<file path="config.mk">
export PLATFORM = sky130hd
export DESIGN_NAME = fastCmdRx
export DESIGN_NICKNAME = d
export VERILOG_FILES = /design/src/fcPkg.sv /design/src/fcAligner.sv /design/src/fcDecoder.sv /design/src/fcExecute.sv /design/src/trigQueue.sv /design/src/fastCmdRx.sv
export SDC_FILE = /design/constraint.sdc
export NUM_CORES = 1
export LEC_CHECK = 0
export BUFFER_PORTS_ARGS = -buffer_cell sky130_fd_sc_hd__buf_2
export CORE_ASPECT_RATIO = 1.4
export CORE_MARGIN = 5
export CORE_UTILIZATION = 50
export CTS_CLUSTER_DIAMETER = 40
export DETAILED_ROUTE_END_ITERATION = 8
export HOLD_SLACK_MARGIN = 0.08
export MAX_ROUTING_LAYER = met4
export PLACE_DENSITY = 0.69
export SYNTH_ARGS = -nofsm -noshare
export SYNTH_HDL_FRONTEND = slang
export SYNTH_HIERARCHICAL = 1
export SYNTH_SLANG_ARGS = --single-unit
</file>
<file path="constraint.sdc">
create_clock -name clk40_aligned -period 2.08 [get_ports clk40_aligned]
set_input_delay 0.416 -clock clk40_aligned [delete_from_list [all_inputs] [get_ports clk40_aligned]]
set_output_delay 0.416 -clock clk40_aligned [all_outputs]
set_load 0.01 [all_outputs]
</file>
<file path="src/fcPkg.sv">
// shared command codes, one-hot indices and sizes of the fast-command receive path, used by scoped name
package fcPkg;

	//////////////////////////////
	// fast command words
	//////////////////////////////
	localparam logic [7:0] CMD_IDLE       = 8'b1111_0000;
	localparam logic [7:0] CMD_LINK_RST   = 8'b1111_1000;
	localparam logic [7:0] CMD_BCR        = 8'b1111_0001;
	localparam logic [7:0] CMD_SYNC_TRIG  = 8'b1111_1001;
	// own code here, so it differs from SyncForTrig
	localparam logic [7:0] CMD_L1A_CR     = 8'b1111_0010;
	localparam logic [7:0] CMD_CHARGE_INJ = 8'b1111_0100;
	localparam logic [7:0] CMD_L1A        = 8'b1111_0110;
	localparam logic [7:0] CMD_L1A_BCR    = 8'b1111_0011;
	localparam logic [7:0] CMD_WS_START   = 8'b1111_1100;
	localparam logic [7:0] CMD_WS_STOP    = 8'b1111_1010;

	//////////////////////////////
	// one-hot bit positions in fcd
	//////////////////////////////
	localparam int NUM_CMD        = 10;
	localparam int IDX_IDLE       = 0;
	localparam int IDX_LINK_RST   = 1;
	localparam int IDX_BCR        = 2;
	localparam int IDX_SYNC_TRIG  = 3;
	localparam int IDX_L1A_CR     = 4;
	localparam int IDX_CHARGE_INJ = 5;
	localparam int IDX_L1A        = 6;
	localparam int IDX_L1A_BCR    = 7;
	localparam int IDX_WS_START   = 8;
	localparam int IDX_WS_STOP    = 9;

	// counters, last bunch of an orbit
	localparam int BX_MAX     = 3563;
	localparam int BX_WIDTH   = 12;
	localparam int EVT_WIDTH  = 12;
	// trigger record is {bunch id, event id}
	localparam int TRIG_WIDTH = BX_WIDTH + EVT_WIDTH;

	// trigger queue and credit loop
	localparam int QUEUE_DEPTH  = 4;
	localparam int INIT_CREDITS = 4;

	// word alignment
	localparam int LOCK_COUNT = 4;
	localparam int SLIP_WAIT  = 3;

endpackage

</file>
<file path="src/fcAligner.sv">
// word aligner, slips the bit offset of the raw stream until the decoder sees idles, then locks
module fcAligner (
	input  logic       clk40_aligned,
	input  logic       rstn,
	input  logic       alignMode,
	input  logic [7:0] rawWord,
	input  logic       idleSeen,
	output logic [7:0] alignedWord,
	output logic       aligned
);

	// last raw word, for windows across the word boundary
	logic [7:0] prevWord;
	// bit offset into {prevWord, rawWord}
	logic [2:0] slip;
	// settle cycles since the last slip
	logic [$clog2(fcPkg::SLIP_WAIT)-1:0] waitCnt;
	// consecutive idle reports
	logic [$clog2(fcPkg::LOCK_COUNT)-1:0] idleCnt;
	// alignMode one cycle late, for its rising edge
	logic modeQ;
	logic [15:0] wordPair;

	assign wordPair = {prevWord, rawWord};

	//////////////////////////////
	// datapath
	//////////////////////////////
	// offset k takes bits k..k+7 of the pair
	always_ff @(posedge clk40_aligned) begin
		prevWord    <= rawWord;
		alignedWord <= wordPair[slip +: 8];
	end

	//////////////////////////////
	// slip / lock control
	//////////////////////////////
	always_ff @(posedge clk40_aligned) begin
		if (!rstn) begin
			slip    <= '0;
			waitCnt <= '0;
			idleCnt <= '0;
			aligned <= 1'b0;
			modeQ   <= 1'b0;
		end else begin
			modeQ <= alignMode;
			if (alignMode && !modeQ) begin
				// fresh request, drop lock and hunt again from the current offset
				aligned <= 1'b0;
				waitCnt <= '0;
				idleCnt <= '0;
			end else if (alignMode && !aligned) begin
				if (waitCnt != fcPkg::SLIP_WAIT - 1) begin
					// idleSeen still reflects the old offset
					waitCnt <= waitCnt + 1'b1;
				end else if (idleSeen) begin
					if (idleCnt == fcPkg::LOCK_COUNT - 1) begin
						aligned <= 1'b1;
					end else begin
						idleCnt <= idleCnt + 1'b1;
					end
				end else begin
					// no idle here, try next bit
					slip    <= slip + 3'd1;
					waitCnt <= '0;
					idleCnt <= '0;
				end
			end
		end
	end

	// offset frozen whenever self-alignment is off
	assert property (@(posedge clk40_aligned) disable iff (!rstn)
		!alignMode |=> $stable(slip));

endmodule

</file>
<file path="src/fcDecoder.sv">
// fast command decoder, maps each aligned word to a one-hot command or reports idles during alignment
module fcDecoder (
	input  logic                      clk40_aligned,
	input  logic                      rstn,
	input  logic                      selfWordAlignOn,
	input  logic [7:0]                fcReg,
	output logic                      selfAlignIdleDec,
	output logic [fcPkg::NUM_CMD-1:0] fcd
);

	// one-hot image of fcReg, zero for unknown codes
	logic [fcPkg::NUM_CMD-1:0] cmdOneHot;

	//////////////////////////////
	// code lookup
	//////////////////////////////
	always_comb begin
		cmdOneHot = '0;
		case (fcReg)
			fcPkg::CMD_IDLE:       cmdOneHot[fcPkg::IDX_IDLE]       = 1'b1;
			fcPkg::CMD_LINK_RST:   cmdOneHot[fcPkg::IDX_LINK_RST]   = 1'b1;
			fcPkg::CMD_BCR:        cmdOneHot[fcPkg::IDX_BCR]        = 1'b1;
			fcPkg::CMD_SYNC_TRIG:  cmdOneHot[fcPkg::IDX_SYNC_TRIG]  = 1'b1;
			fcPkg::CMD_L1A_CR:     cmdOneHot[fcPkg::IDX_L1A_CR]     = 1'b1;
			fcPkg::CMD_CHARGE_INJ: cmdOneHot[fcPkg::IDX_CHARGE_INJ] = 1'b1;
			fcPkg::CMD_L1A:        cmdOneHot[fcPkg::IDX_L1A]        = 1'b1;
			fcPkg::CMD_L1A_BCR:    cmdOneHot[fcPkg::IDX_L1A_BCR]    = 1'b1;
			fcPkg::CMD_WS_START:   cmdOneHot[fcPkg::IDX_WS_START]   = 1'b1;
			fcPkg::CMD_WS_STOP:    cmdOneHot[fcPkg::IDX_WS_STOP]    = 1'b1;
			// anything else decodes to nothing
			default:               cmdOneHot = '0;
		endcase
	end

	//////////////////////////////
	// output register
	//////////////////////////////
	always_ff @(posedge clk40_aligned) begin
		if (!rstn) begin
			selfAlignIdleDec <= 1'b0;
			fcd              <= '0;
		end else if (selfWordAlignOn) begin
			// alignment mode, only the idle flag, no commands pass
			selfAlignIdleDec <= (fcReg == fcPkg::CMD_IDLE);
			fcd              <= '0;
		end else begin
			selfAlignIdleDec <= 1'b0;
			fcd              <= cmdOneHot;
		end
	end

	// executor relies on a single command per cycle
	assert property (@(posedge clk40_aligned) disable iff (!rstn) $onehot0(fcd));

endmodule

</file>
<file path="src/fcExecute.sv">
// command executor, keeps bunch and event counters, sampler window and pulses, emits L1A records
module fcExecute (
	input  logic                         clk40_aligned,
	input  logic                         rstn,
	input  logic [fcPkg::NUM_CMD-1:0]    fcd,
	output logic                         linkRst,
	output logic                         chargeInj,
	output logic                         syncForTrig,
	output logic                         wsActive,
	output logic                         l1aPush,
	output logic [fcPkg::BX_WIDTH-1:0]   bunchId,
	output logic [fcPkg::TRIG_WIDTH-1:0] l1aRecord
);

	// L1A event number
	logic [fcPkg::EVT_WIDTH-1:0] evtCnt;
	// commands sharing an action
	logic isL1a;
	logic isBcr;

	// L1A_BCR counts as both
	assign isL1a = fcd[fcPkg::IDX_L1A] | fcd[fcPkg::IDX_L1A_BCR];
	assign isBcr = fcd[fcPkg::IDX_BCR] | fcd[fcPkg::IDX_L1A_BCR];

	//////////////////////////////
	// counters, window, pulses
	//////////////////////////////
	// idle bit of fcd has no action
	always_ff @(posedge clk40_aligned) begin
		if (!rstn) begin
			bunchId     <= '0;
			evtCnt      <= '0;
			linkRst     <= 1'b0;
			chargeInj   <= 1'b0;
			syncForTrig <= 1'b0;
			wsActive    <= 1'b0;
			l1aPush     <= 1'b0;
		end else begin
			// bunch counter, wraps at end of orbit
			if (isBcr || bunchId == fcPkg::BX_MAX) begin
				bunchId <= '0;
			end else begin
				bunchId <= bunchId + 1'b1;
			end
			// event counter, clear wins
			if (fcd[fcPkg::IDX_L1A_CR]) begin
				evtCnt <= '0;
			end else if (isL1a) begin
				evtCnt <= evtCnt + 1'b1;
			end
			// sampler window level
			if (fcd[fcPkg::IDX_WS_START]) begin
				wsActive <= 1'b1;
			end else if (fcd[fcPkg::IDX_WS_STOP]) begin
				wsActive <= 1'b0;
			end
			// single-cycle pulses
			linkRst     <= fcd[fcPkg::IDX_LINK_RST];
			chargeInj   <= fcd[fcPkg::IDX_CHARGE_INJ];
			syncForTrig <= fcd[fcPkg::IDX_SYNC_TRIG];
			l1aPush     <= isL1a;
		end
	end

	// record takes the bunch id before any BCR of the same command
	always_ff @(posedge clk40_aligned) begin
		if (isL1a) begin
			l1aRecord <= {bunchId, evtCnt};
		end
	end

	assert property (@(posedge clk40_aligned) disable iff (!rstn) bunchId <= fcPkg::BX_MAX);

endmodule

</file>
<file path="src/trigQueue.sv">
// trigger record FIFO, sends the oldest L1A record downstream while the receiver holds credits
module trigQueue (
	input  logic                         clk40_aligned,
	input  logic                         rstn,
	input  logic                         push,
	input  logic                         creditReturn,
	input  logic [fcPkg::TRIG_WIDTH-1:0] pushData,
	output logic                         trigValid,
	output logic                         overflow,
	output logic [fcPkg::TRIG_WIDTH-1:0] trigData
);

	// record storage
	logic [fcPkg::TRIG_WIDTH-1:0] mem [fcPkg::QUEUE_DEPTH];
	logic [$clog2(fcPkg::QUEUE_DEPTH)-1:0] wrPtr;
	logic [$clog2(fcPkg::QUEUE_DEPTH)-1:0] rdPtr;
	// entries held, 0..QUEUE_DEPTH
	logic [$clog2(fcPkg::QUEUE_DEPTH+1)-1:0] count;
	// credits left at the receiver
	logic [$clog2(fcPkg::INIT_CREDITS+1)-1:0] credits;
	logic full;
	logic doPush;
	logic doSend;

	// full queue drops the push, even if a send goes out the same cycle
	assign full   = (count == fcPkg::QUEUE_DEPTH);
	assign doPush = push && !full;
	// show-ahead, head record is on trigData whenever valid
	assign doSend    = (count != '0) && (credits != '0);
	assign trigValid = doSend;
	assign trigData  = mem[rdPtr];

	always_ff @(posedge clk40_aligned) begin
		if (doPush) begin
			mem[wrPtr] <= pushData;
		end
	end

	//////////////////////////////
	// pointers, fill level, credits
	//////////////////////////////
	always_ff @(posedge clk40_aligned) begin
		if (!rstn) begin
			wrPtr    <= '0;
			rdPtr    <= '0;
			count    <= '0;
			credits  <= $bits(credits)'(fcPkg::INIT_CREDITS);
			overflow <= 1'b0;
		end else begin
			if (doPush) begin
				wrPtr <= wrPtr + 1'b1;
			end
			if (doSend) begin
				rdPtr <= rdPtr + 1'b1;
			end
			case ({doPush, doSend})
				2'b10:   count <= count + 1'b1;
				2'b01:   count <= count - 1'b1;
				default: count <= count;
			endcase
			// sticky until reset
			if (push && full) begin
				overflow <= 1'b1;
			end
			// send and return together leave the count alone
			if (doSend && !creditReturn) begin
				credits <= credits - 1'b1;
			end else if (!doSend && creditReturn && credits != fcPkg::INIT_CREDITS) begin
				credits <= credits + 1'b1;
			end
		end
	end

	assert property (@(posedge clk40_aligned) disable iff (!rstn)
		credits <= fcPkg::INIT_CREDITS);
	assert property (@(posedge clk40_aligned) disable iff (!rstn) trigValid |-> credits != '0);

endmodule

</file>
<file path="src/fastCmdRx.sv">
// fast-command receive top, chains aligner, decoder, executor and trigger queue
module fastCmdRx (
	input  logic                         clk40_aligned,
	input  logic                         rstn,
	input  logic [7:0]                   rawWord,
	input  logic                         alignMode,
	input  logic                         creditReturn,
	output logic                         aligned,
	output logic                         linkRst,
	output logic                         chargeInj,
	output logic                         syncForTrig,
	output logic                         wsActive,
	output logic [fcPkg::BX_WIDTH-1:0]   bunchId,
	output logic                         trigValid,
	output logic [fcPkg::TRIG_WIDTH-1:0] trigData,
	output logic                         overflow
);

	// aligner <-> decoder
	logic [7:0] alignedWord;
	logic       idleSeen;
	// decoder -> executor
	logic [fcPkg::NUM_CMD-1:0] fcd;
	// executor -> queue
	logic                         l1aPush;
	logic [fcPkg::TRIG_WIDTH-1:0] l1aRecord;

	//////////////////////////////
	// decode stage
	//////////////////////////////
	fcAligner fcAligner_i (
		.clk40_aligned (clk40_aligned),
		.rstn          (rstn),
		.alignMode     (alignMode),
		.rawWord       (rawWord),
		.idleSeen      (idleSeen),
		.alignedWord   (alignedWord),
		.aligned       (aligned)
	);

	// decoder stays in idle-report mode for as long as alignMode is high
	fcDecoder fcDecoder_i (
		.clk40_aligned    (clk40_aligned),
		.rstn             (rstn),
		.selfWordAlignOn  (alignMode),
		.fcReg            (alignedWord),
		.selfAlignIdleDec (idleSeen),
		.fcd              (fcd)
	);

	// execute stage
	fcExecute fcExecute_i (
		.clk40_aligned (clk40_aligned),
		.rstn          (rstn),
		.fcd           (fcd),
		.linkRst       (linkRst),
		.chargeInj     (chargeInj),
		.syncForTrig   (syncForTrig),
		.wsActive      (wsActive),
		.l1aPush       (l1aPush),
		.bunchId       (bunchId),
		.l1aRecord     (l1aRecord)
	);

	// result stage
	trigQueue trigQueue_i (
		.clk40_aligned (clk40_aligned),
		.rstn          (rstn),
		.push          (l1aPush),
		.creditReturn  (creditReturn),
		.pushData      (l1aRecord),
		.trigValid     (trigValid),
		.overflow      (overflow),
		.trigData      (trigData)
	);

endmodule

</file>
# After elaboration in Yosys (flattened, before gate mapping)
# Memories as Yosys holds them, arrays and structs flattened. A register that Yosys moved wholly into a read port is not among the register bits.
# Cells that the tools add are included.
# word_totals
regBits	100
ram_bits	96
in_bits	12
out_inout_bits	43
word_cells	111
memories	1
# classes
addsub	11
n_eq_ne	19
shift	1
n_mux	23
n_bitwise	6
reduce_logical	28
# mem_list
memory	words	word_bits	read_ports	rd_ports_with_merged_regs	wr	line	text
trigQueue_i.mem	4	24	1	1	1	trigQueue.sv:14	logic [fcPkg::TRIG_WIDTH-1:0] mem [fcPkg::QUEUE_DEPTH];
# op_table
op	count
8-bit equality test, second input constant	10
12-bit by 1-bit adder with 12-bit output, second input constant	2
16-bit by 4-bit variable part select with 8-bit output	1
1-bit 2-to-1 mux	14
12-bit equality test, second input constant	1
2-bit 2-to-1 mux	6
3-bit by 1-bit adder with 3-bit output, second input constant	3
2-bit by 1-bit adder with 2-bit output, second input constant	4
1-bit logical AND	8
4-bit AND reduction	2
2-bit OR reduction	4
3-bit 2-to-1 mux	2
2-bit != test, second input constant	3
3-bit case mux with 2 select lines	1
2-bit nonzero test	3
3-bit nonzero test	2
3-bit by 1-bit subtractor with 3-bit output, second input constant	2
1-bit zero test	5
2-bit equality test, second input constant	2
1-bit inverter	4
2-bit AND reduction	2
3-bit equality test, second input constant	1
3-bit != test, second input constant	1
3-bit AND reduction	1
other kinds (3)	4

# Longest topological paths before layout
# Gate-level depths: netlist of run 1.
# depth
depth_word	7
depth_mapped	9
ltp_nobuf	7

# Hierarchy
# The synthesis of run 1 kept the hierarchy.
# by_module_without_submodules
module	instances	cells_each	area_per_inst_um2
trigQueue	1	214	4249.1
fcExecute	1	161	2023.2
fcAligner	1	107	1111.1
fcDecoder	1	34	395.4

# Worst setup path before layout of run 1
# Ideal clock, no wire load.
# synth_path
kind	reg2reg
from	register trigQueue_i/credits[1] (netlist bit)
to	register trigQueue_i/count[2] (netlist bit)
setup_time_ns	0.071
t_arrival_ns	2.317
t_required_ns	2.009
path_slack_ns	-0.307
path_stages_with_launch	9
n_path_buf	1
path_cell_list	dfxtp_1 buf_2 nor3_1 nor2_1 ha_1 fa_1 xnor2_1 or3_2 a21oi_1
# synth_via
elab_chain_len	4
# synth_rtl
item	line	text
start: declaration	trigQueue.sv:20	logic [$clog2(fcPkg::INIT_CREDITS+1)-1:0] credits;
start signal: assignment	trigQueue.sv:47	credits <= $bits(credits)'(fcPkg::INIT_CREDITS);
start signal: assignment	trigQueue.sv:67	credits <= credits - 1'b1;
start signal: assignment	trigQueue.sv:69	credits <= credits + 1'b1;
3-bit nonzero test (*)	trigQueue.sv:29	assign doSend = (count != '0) && (credits != '0);
1-bit logical AND (*)	trigQueue.sv:29	
via trigValid	fastCmdRx.sv:14	output logic trigValid,
2-bit by 1-bit equality test with 1-bit output or 2-bit equality test (tied branches)	trigQueue.sv:56	case ({doPush, doSend})
3-bit case mux with 2 select lines or 2-bit nonzero test (tied branches)	n/a	
end signal: assignment	trigQueue.sv:57	2'b10: count <= count + 1'b1;
end signal: assignment	trigQueue.sv:58	2'b01: count <= count - 1'b1;
end signal: assignment	trigQueue.sv:59	default: count <= count;
end: declaration	trigQueue.sv:18	logic [$clog2(fcPkg::QUEUE_DEPTH+1)-1:0] count;
# The timed path passes the listed nets; every way through them passes the cells marked *.
# A chain may end at the register's enable or synchronous reset.

==> flow_summary.toml, run 1 <==
[layout]
finalNonFillerCells = 798
n_antenna_cell = 0
area_delta_synth_final_pct = 18.4
fin_nets = 612
fin_util_pct = 59.6
layout-drive-gt1-share_pct = 28.7

[routing]
drtAntennaViolNets = 0
vias = 4427
drt_iter0_markers = 230
wl_mm = 13.8
routed_via_density = 5.55
first_pass_iters = 4
post-route-drc-count = 0
routedWlPerCell_microns = 17.3

[critical_path]
crit_path_end_kind = "output port"
worstPathArrival_ns = 1.66
crit_type = "register to output port"
slowest_stage = "mux4_2"
path_cells = "buf_12 -> mux4_2 -> buf_6"
cp_slowest_stage_delay_ns = 0.54
cp_max_fo = 6
path_delay_family = "multiplexers"
start_kind = "register"
path_buf_inv = 2
worstPathRequired_ns = 1.66

[global_route]
first_global_vias = 4614
antenna_found_initial = 0
grt.total_usage_pct = 16.4
grt_max_degree = 25
grt_pass1_wl_mm = 22.5
grt_overflow = 0

[status]
status = "completed"

[timing]
skew_ns = 0.0103
setup_viol = 0
min_period_ns = 2.07
tightest_slew_ns = 0.473
hold_viol_final = 0
slew_headroom_pct = 68.4
rsz0062_at_grt = "yes"
worst_hold_slack_ns = 0.120
timing.fmax_mhz = 482
drv_slew = 0
fin_crit_sh_pct = 99.7

[placed_design]
dpl.cell_count = 763
dp_hpwl_mm = 9.32
gp_congestion = 0.866
place.port_buffers = 54

[floorplan]
fp.coreArea_sq_um = 15400
fp.dieW_microns = 115
rows = 54
die_height_microns = 157
start_util_pct = 50.3
die-area_sq_um = 18100
pin_count = 55

[clock_tree]
cts_root_buf = "clkbuf_16"
cts_tree = "done"
cts_max_level = 4
postCtsHoldBufs = 0
cts.sinks = 196
clk_pin_slew_ns = 0.08
clk_latency_ns = 0.42
numCtsBuffers = 17
clockBufferDepth = 2

[power_and_ir_drop]
power_density_nw_per_um2 = 1080
leakagePower_nw = 3.19
ir_worst_vdd_mv = 0.708

[synth]
synth-warning-count = 6
synth.net_count = 537
syn-mean-instance-area_sq_um = 15.1
synth_area_sq_um = 7750
netlist_instances = 514

[job]
cap_violations = 0

[hold_path]
hold_path.class = "input port to register"
registers in the layout, indices dropped and copies added (netlist names), 2 cells and up, named ones only:
| signal | cells |
|---|---|
| trigQueue_i/mem | 96 |
| fcAligner_i/idleCnt | 2 |
| fcExecute_i/bunchId | 12 |
| fcDecoder_i/fcd | 9 |
| fcExecute_i/evtCnt | 12 |
| fcAligner_i/waitCnt | 2 |
| fcAligner_i/prevWord | 7 |
| trigQueue_i/count | 3 |
| fcExecute_i/l1aRecord | 24 |
| trigQueue_i/credits | 3 |
| trigQueue_i/wrPtr | 2 |
| fcAligner_i/slip | 3 |
| fcAligner_i/alignedWord | 8 |
| trigQueue_i/rdPtr | 2 |
path summary, 6_finish.rpt:
check / startpoint / end / slack (ns) / cells past startpoint
max reg2reg: trigQueue_i/credits[0]$_SDFFE_PN0P_ / trigQueue_i/count[2]$_SDFFE_PN0P_ / 0.06 / 7
max: register / trigData[20] / 0.007 / 3
min: rawWord[0] / fcAligner_i/prevWord[0]$_DFF_P_ / 0.12 / 1
min reg2reg: fcDecoder_i/fcd[8]$_SDFF_PP0_ / fcExecute_i/wsActive$_SDFFE_PN0P_ / 0.45 / 1
layer usage:
metal / GRT usage (%) / vias up / wire length [microns]
met5: - / - / 0
met4: 5.37 / 0 / 127
met3: 2.92 / 8 / 434
met2: 28.8 / 88 / 7600
met1: 19.0 / 2183 / 5680
li1: - / 2148 / -
metrics by stage:
stage                     TNS [ns]  worst slack, ns  power (mW)  instance area [sq um]
after global routing         -1.23          -0.0749        10.4                   9180
after detailed placement         0           0.0320        6.32                   8350
final                            0          0.00711        9.94                   9180
after floorplan                  0          0.00220        5.74                   7780
after global placement           0           0.0889        6.24                   8350
after CTS                   -0.511          -0.0651        9.90                   9090
placed cells by master, fill, tap and decap left out, types with 5 or more instances in the layout:
master	count
edfxtp_1	120
dfxtp_1	71
buf_2	37
nand2_1	26
mux4_2	25
buf_4	20
mux2i_1	19
clkbuf_16	18
buf_6	17
o21ai_0	16
nor2_1	14
inv_1	12
a21oi_1	12
nand2b_1	11
nor4_1	10
nand3_1	9
mux2_2	8
or3_1	8
ha_1	8
o31ai_1	8
clkinv_8	7
nor3_1	7
or4_1	7
xor2_1	7
and2_1	6
a211oi_1	6
and3_1	5
timing repair:
| item | in CTS | in global routing |
|---|---|---|
| setup endpoints to repair | 24 | 26 |
| setup buffers | 0 | 1 |
| cloned | 1 | 1 |
| pin swaps | 0 | 1 |
| gates resized for setup | 12 | 13 |
power breakdown:
group / total (mW) / internal [mW] / switching [mW]
Combinational: 2.22 / 1.24 / 0.972
Sequential: 4.35 / 4.19 / 0.155
Clock: 3.38 / 1.78 / 1.60
area by class of cell:
cell class	instances	area, sq um
Fill cell	1212	6220
Sequential cell	196	5140
Multi-Input combinational cell	284	2490
Timing Repair Buffer	78	619
Clock buffer	17	425
Tap cell	196	245
Clock inverter	15	223
Inverter	12	45.0
Note: power is estimated with default switching activity, not from simulation.
==> run 2: changes to the inputs <==
--- a/config.mk
+++ b/config.mk
@@ -5,6 +5,7 @@
 export SDC_FILE = /design/constraint.sdc
 export NUM_CORES = 1
 export LEC_CHECK = 0
+export ABC_AREA = 1
 export BUFFER_PORTS_ARGS = -buffer_cell sky130_fd_sc_hd__buf_2
 export CORE_ASPECT_RATIO = 1.4
 export CORE_MARGIN = 5
==> run 2 against run 1 <==
  * Largest power group unchanged
  * Clock-buffer cell count increased by 1
  * Clock power decreased by 5%
  * Routed wire length grew 9.1%
  * Fmax rose by 4.9%
  * Area after synthesis is 2.0% higher
  * Sequential share of layout area grew 0.90 points
==> flow_summary.toml, run 2 <==
[placed_design]
dp_hpwl_mm = 10.3
place.port_buffers = 54
gp_congestion = 0.799

[timing]
skew_ns = 0.0143
slew_headroom_pct = 55.1
fin_crit_sh_pct = 95.0
timing.fmax_mhz = 506
min_period_ns = 1.98
setup_viol = 0
rsz0062_at_grt = "no"
drv_slew = 0
hold_viol_final = 0
tns_ns = 0
tightest_slew_ns = 0.671

[global_route]
antenna_found_initial = 0
use_met1_pct = 19.4
met2_usage_pct = 29.4
grt_overflow = 0
grt_pass1_wl_mm = 24.8
grt-busiest-layer = "met2"
grt.total_usage_pct = 17.0
grt_util_met3_pct = 3.39
grt_max_degree = 35
first_global_vias = 5417

[routing]
drt_iter0_markers = 315
vias = 5407
routed_via_density = 5.27
first_pass_iters = 5
wl_mm = 15.1
post-route-drc-count = 0
routedWlPerCell_microns = 14.7
drtAntennaViolNets = 0

[synth]
synth-warning-count = 6
netlist_instances = 752
synth.net_count = 775
syn-mean-instance-area_sq_um = 10.5
synth_area_sq_um = 7910

[critical_path]
worstPathRequired_ns = 1.66
ff2ff_setup_slack_ns = 0.11
crit_path_end_kind = "output port"
crit_type = "register to output port"
worstPathArrival_ns = 1.56
start_kind = "register"
cp_max_fo = 24
r2r_start = "trigQueue_i/credits[0]$_SDFFE_PN0P_"
ff2ff_path_depth = 10
r2r_end = "trigQueue_i/count[2]$_SDFFE_PN0P_"

[hold_path]
min_from = "rawWord[0]"
min_to = "fcAligner_i/prevWord[0]$_DFF_P_"
hold_path_depth = 1
hold_path.class = "input port to register"

[floorplan]
die-area_sq_um = 18500
die_height_microns = 159
start_util_pct = 50.9
pin_count = 55
fp.dieW_microns = 116
rows = 54
fp.coreArea_sq_um = 15500

[clock_tree]
cts_root_buf = "clkbuf_16"
cts_tree = "done"
numCtsBuffers = 17
clockBufferDepth = 2
clk_latency_ns = 0.42
cts_max_level = 4
cts.sinks = 196
clk_pin_slew_ns = 0.07

[layout]
layout-drive-gt1-share_pct = 19.8
top_regs = "trigQueue_i/mem: 96 flops, fcExecute_i/l1aRecord: 24 flops"
largest-register = "trigQueue_i/mem"
fin_nets = 840
fin_util_pct = 58.1
area_delta_synth_final_pct = 14.1
largest_register_ffs = 96
n_antenna_cell = 0
mostFrequentLayoutCells = "120 x edfxtp_1, 115 x nand2_1, 113 x nor2_1"
final_common_cell = "edfxtp_1"

[power_and_ir_drop]
power_density_nw_per_um2 = 1070
leakagePower_nw = 3.31
ir_worst_vdd_mv = 0.768

[status]
status = "completed"

[job]
cap_violations = 0
-- run 2: cell count changes in the layout (fill, tap and decap cells not counted), moves of 14 or more --
cell	before	now
inv_1	12	52
o22ai_1	1	24
nand2_1	26	115
o21ai_0	16	56
buf_6	17	3
buf_2	37	54
mux4_2	25	0
mux2i_1	19	0
nand3_1	9	51
nor2_1	14	113
-- run 2: layout make-up --
| class | instances | area [sq um] |
|---|---|---|
| clock buffers | 18 | 439 |
| inverters | 68 | 263 |
| repair buffers | 69 | 407 |
| fillers | 1260 | 6520 |
| clock inverters | 14 | 168 |
| multi-input cells | 465 | 2370 |
| flip-flops and latches | 196 | 5130 |
| well taps | 196 | 245 |
-- run 2: worst max path at each step --
stage | startpoint | endpoint | slack [ns]
after global placement | trigQueue_i/count[0]$_SDFFE_PN0P_ | trigQueue_i/count[2]$_SDFFE_PN0P_ | 0.14
after detailed placement | trigQueue_i/count[0]$_SDFFE_PN0P_ | trigQueue_i/count[2]$_SDFFE_PN0P_ | 0.01
after global routing | register | trigData[20] | 0.02
after CTS | register | trigData[16] | -0.004
final | register | trigData[16] | 0.10
after floorplan | trigQueue_i/count[0]$_SDFFE_PN0P_ | trigQueue_i/mem[0][0]$_DFFE_PP_ | 0.009
-- run 2: layer usage --
layer	vias to the layer above	share of wire [%]
li1	2678	-
met1	2569	40
met2	138	54
met3	22	4.4
met4	0	1.5
met5	-	0
-- run 2: timing repair --
action | in CTS | in global routing
buffers inserted | 2 | 0
gates resized for setup | 5 | 7
endpoints found under the hold margin | 0 | 0
endpoints found under the setup margin | 7 | 16
hold buffers | 0 | 0
-- run 2: worst max-delay path, cell delays in order (launching register included) --
cell and delay (ns):
dfxtp_2 0.40, buf_6 0.22, o21ai_0 0.11, o22ai_1 0.22
buf_2 0.18
-- run 2: report_power, final --
| part | internal [mW] | switching [mW] |
|---|---|---|
| sequential | 4.20 | 0.128 |
| clock | 1.66 | 1.55 |
| combinational | 0.790 | 1.32 |
| total | 6.65 | 3.00 |
-- run 2: per-stage QoR --
step                      power (mW)  instances  area [sq um]  hold WS (ns)  setup slack (ns)
after CTS                       9.73       1026          9010        0.0953          -0.00396
after global placement          6.34        992          8370         0.415             0.144
final                           9.65       1026          9020         0.111             0.105
after floorplan                 5.81        752          7910         0.390           0.00894
after global routing            10.2       1026          9020        0.0923            0.0188
after detailed placement        6.46        992          8370         0.410            0.0122
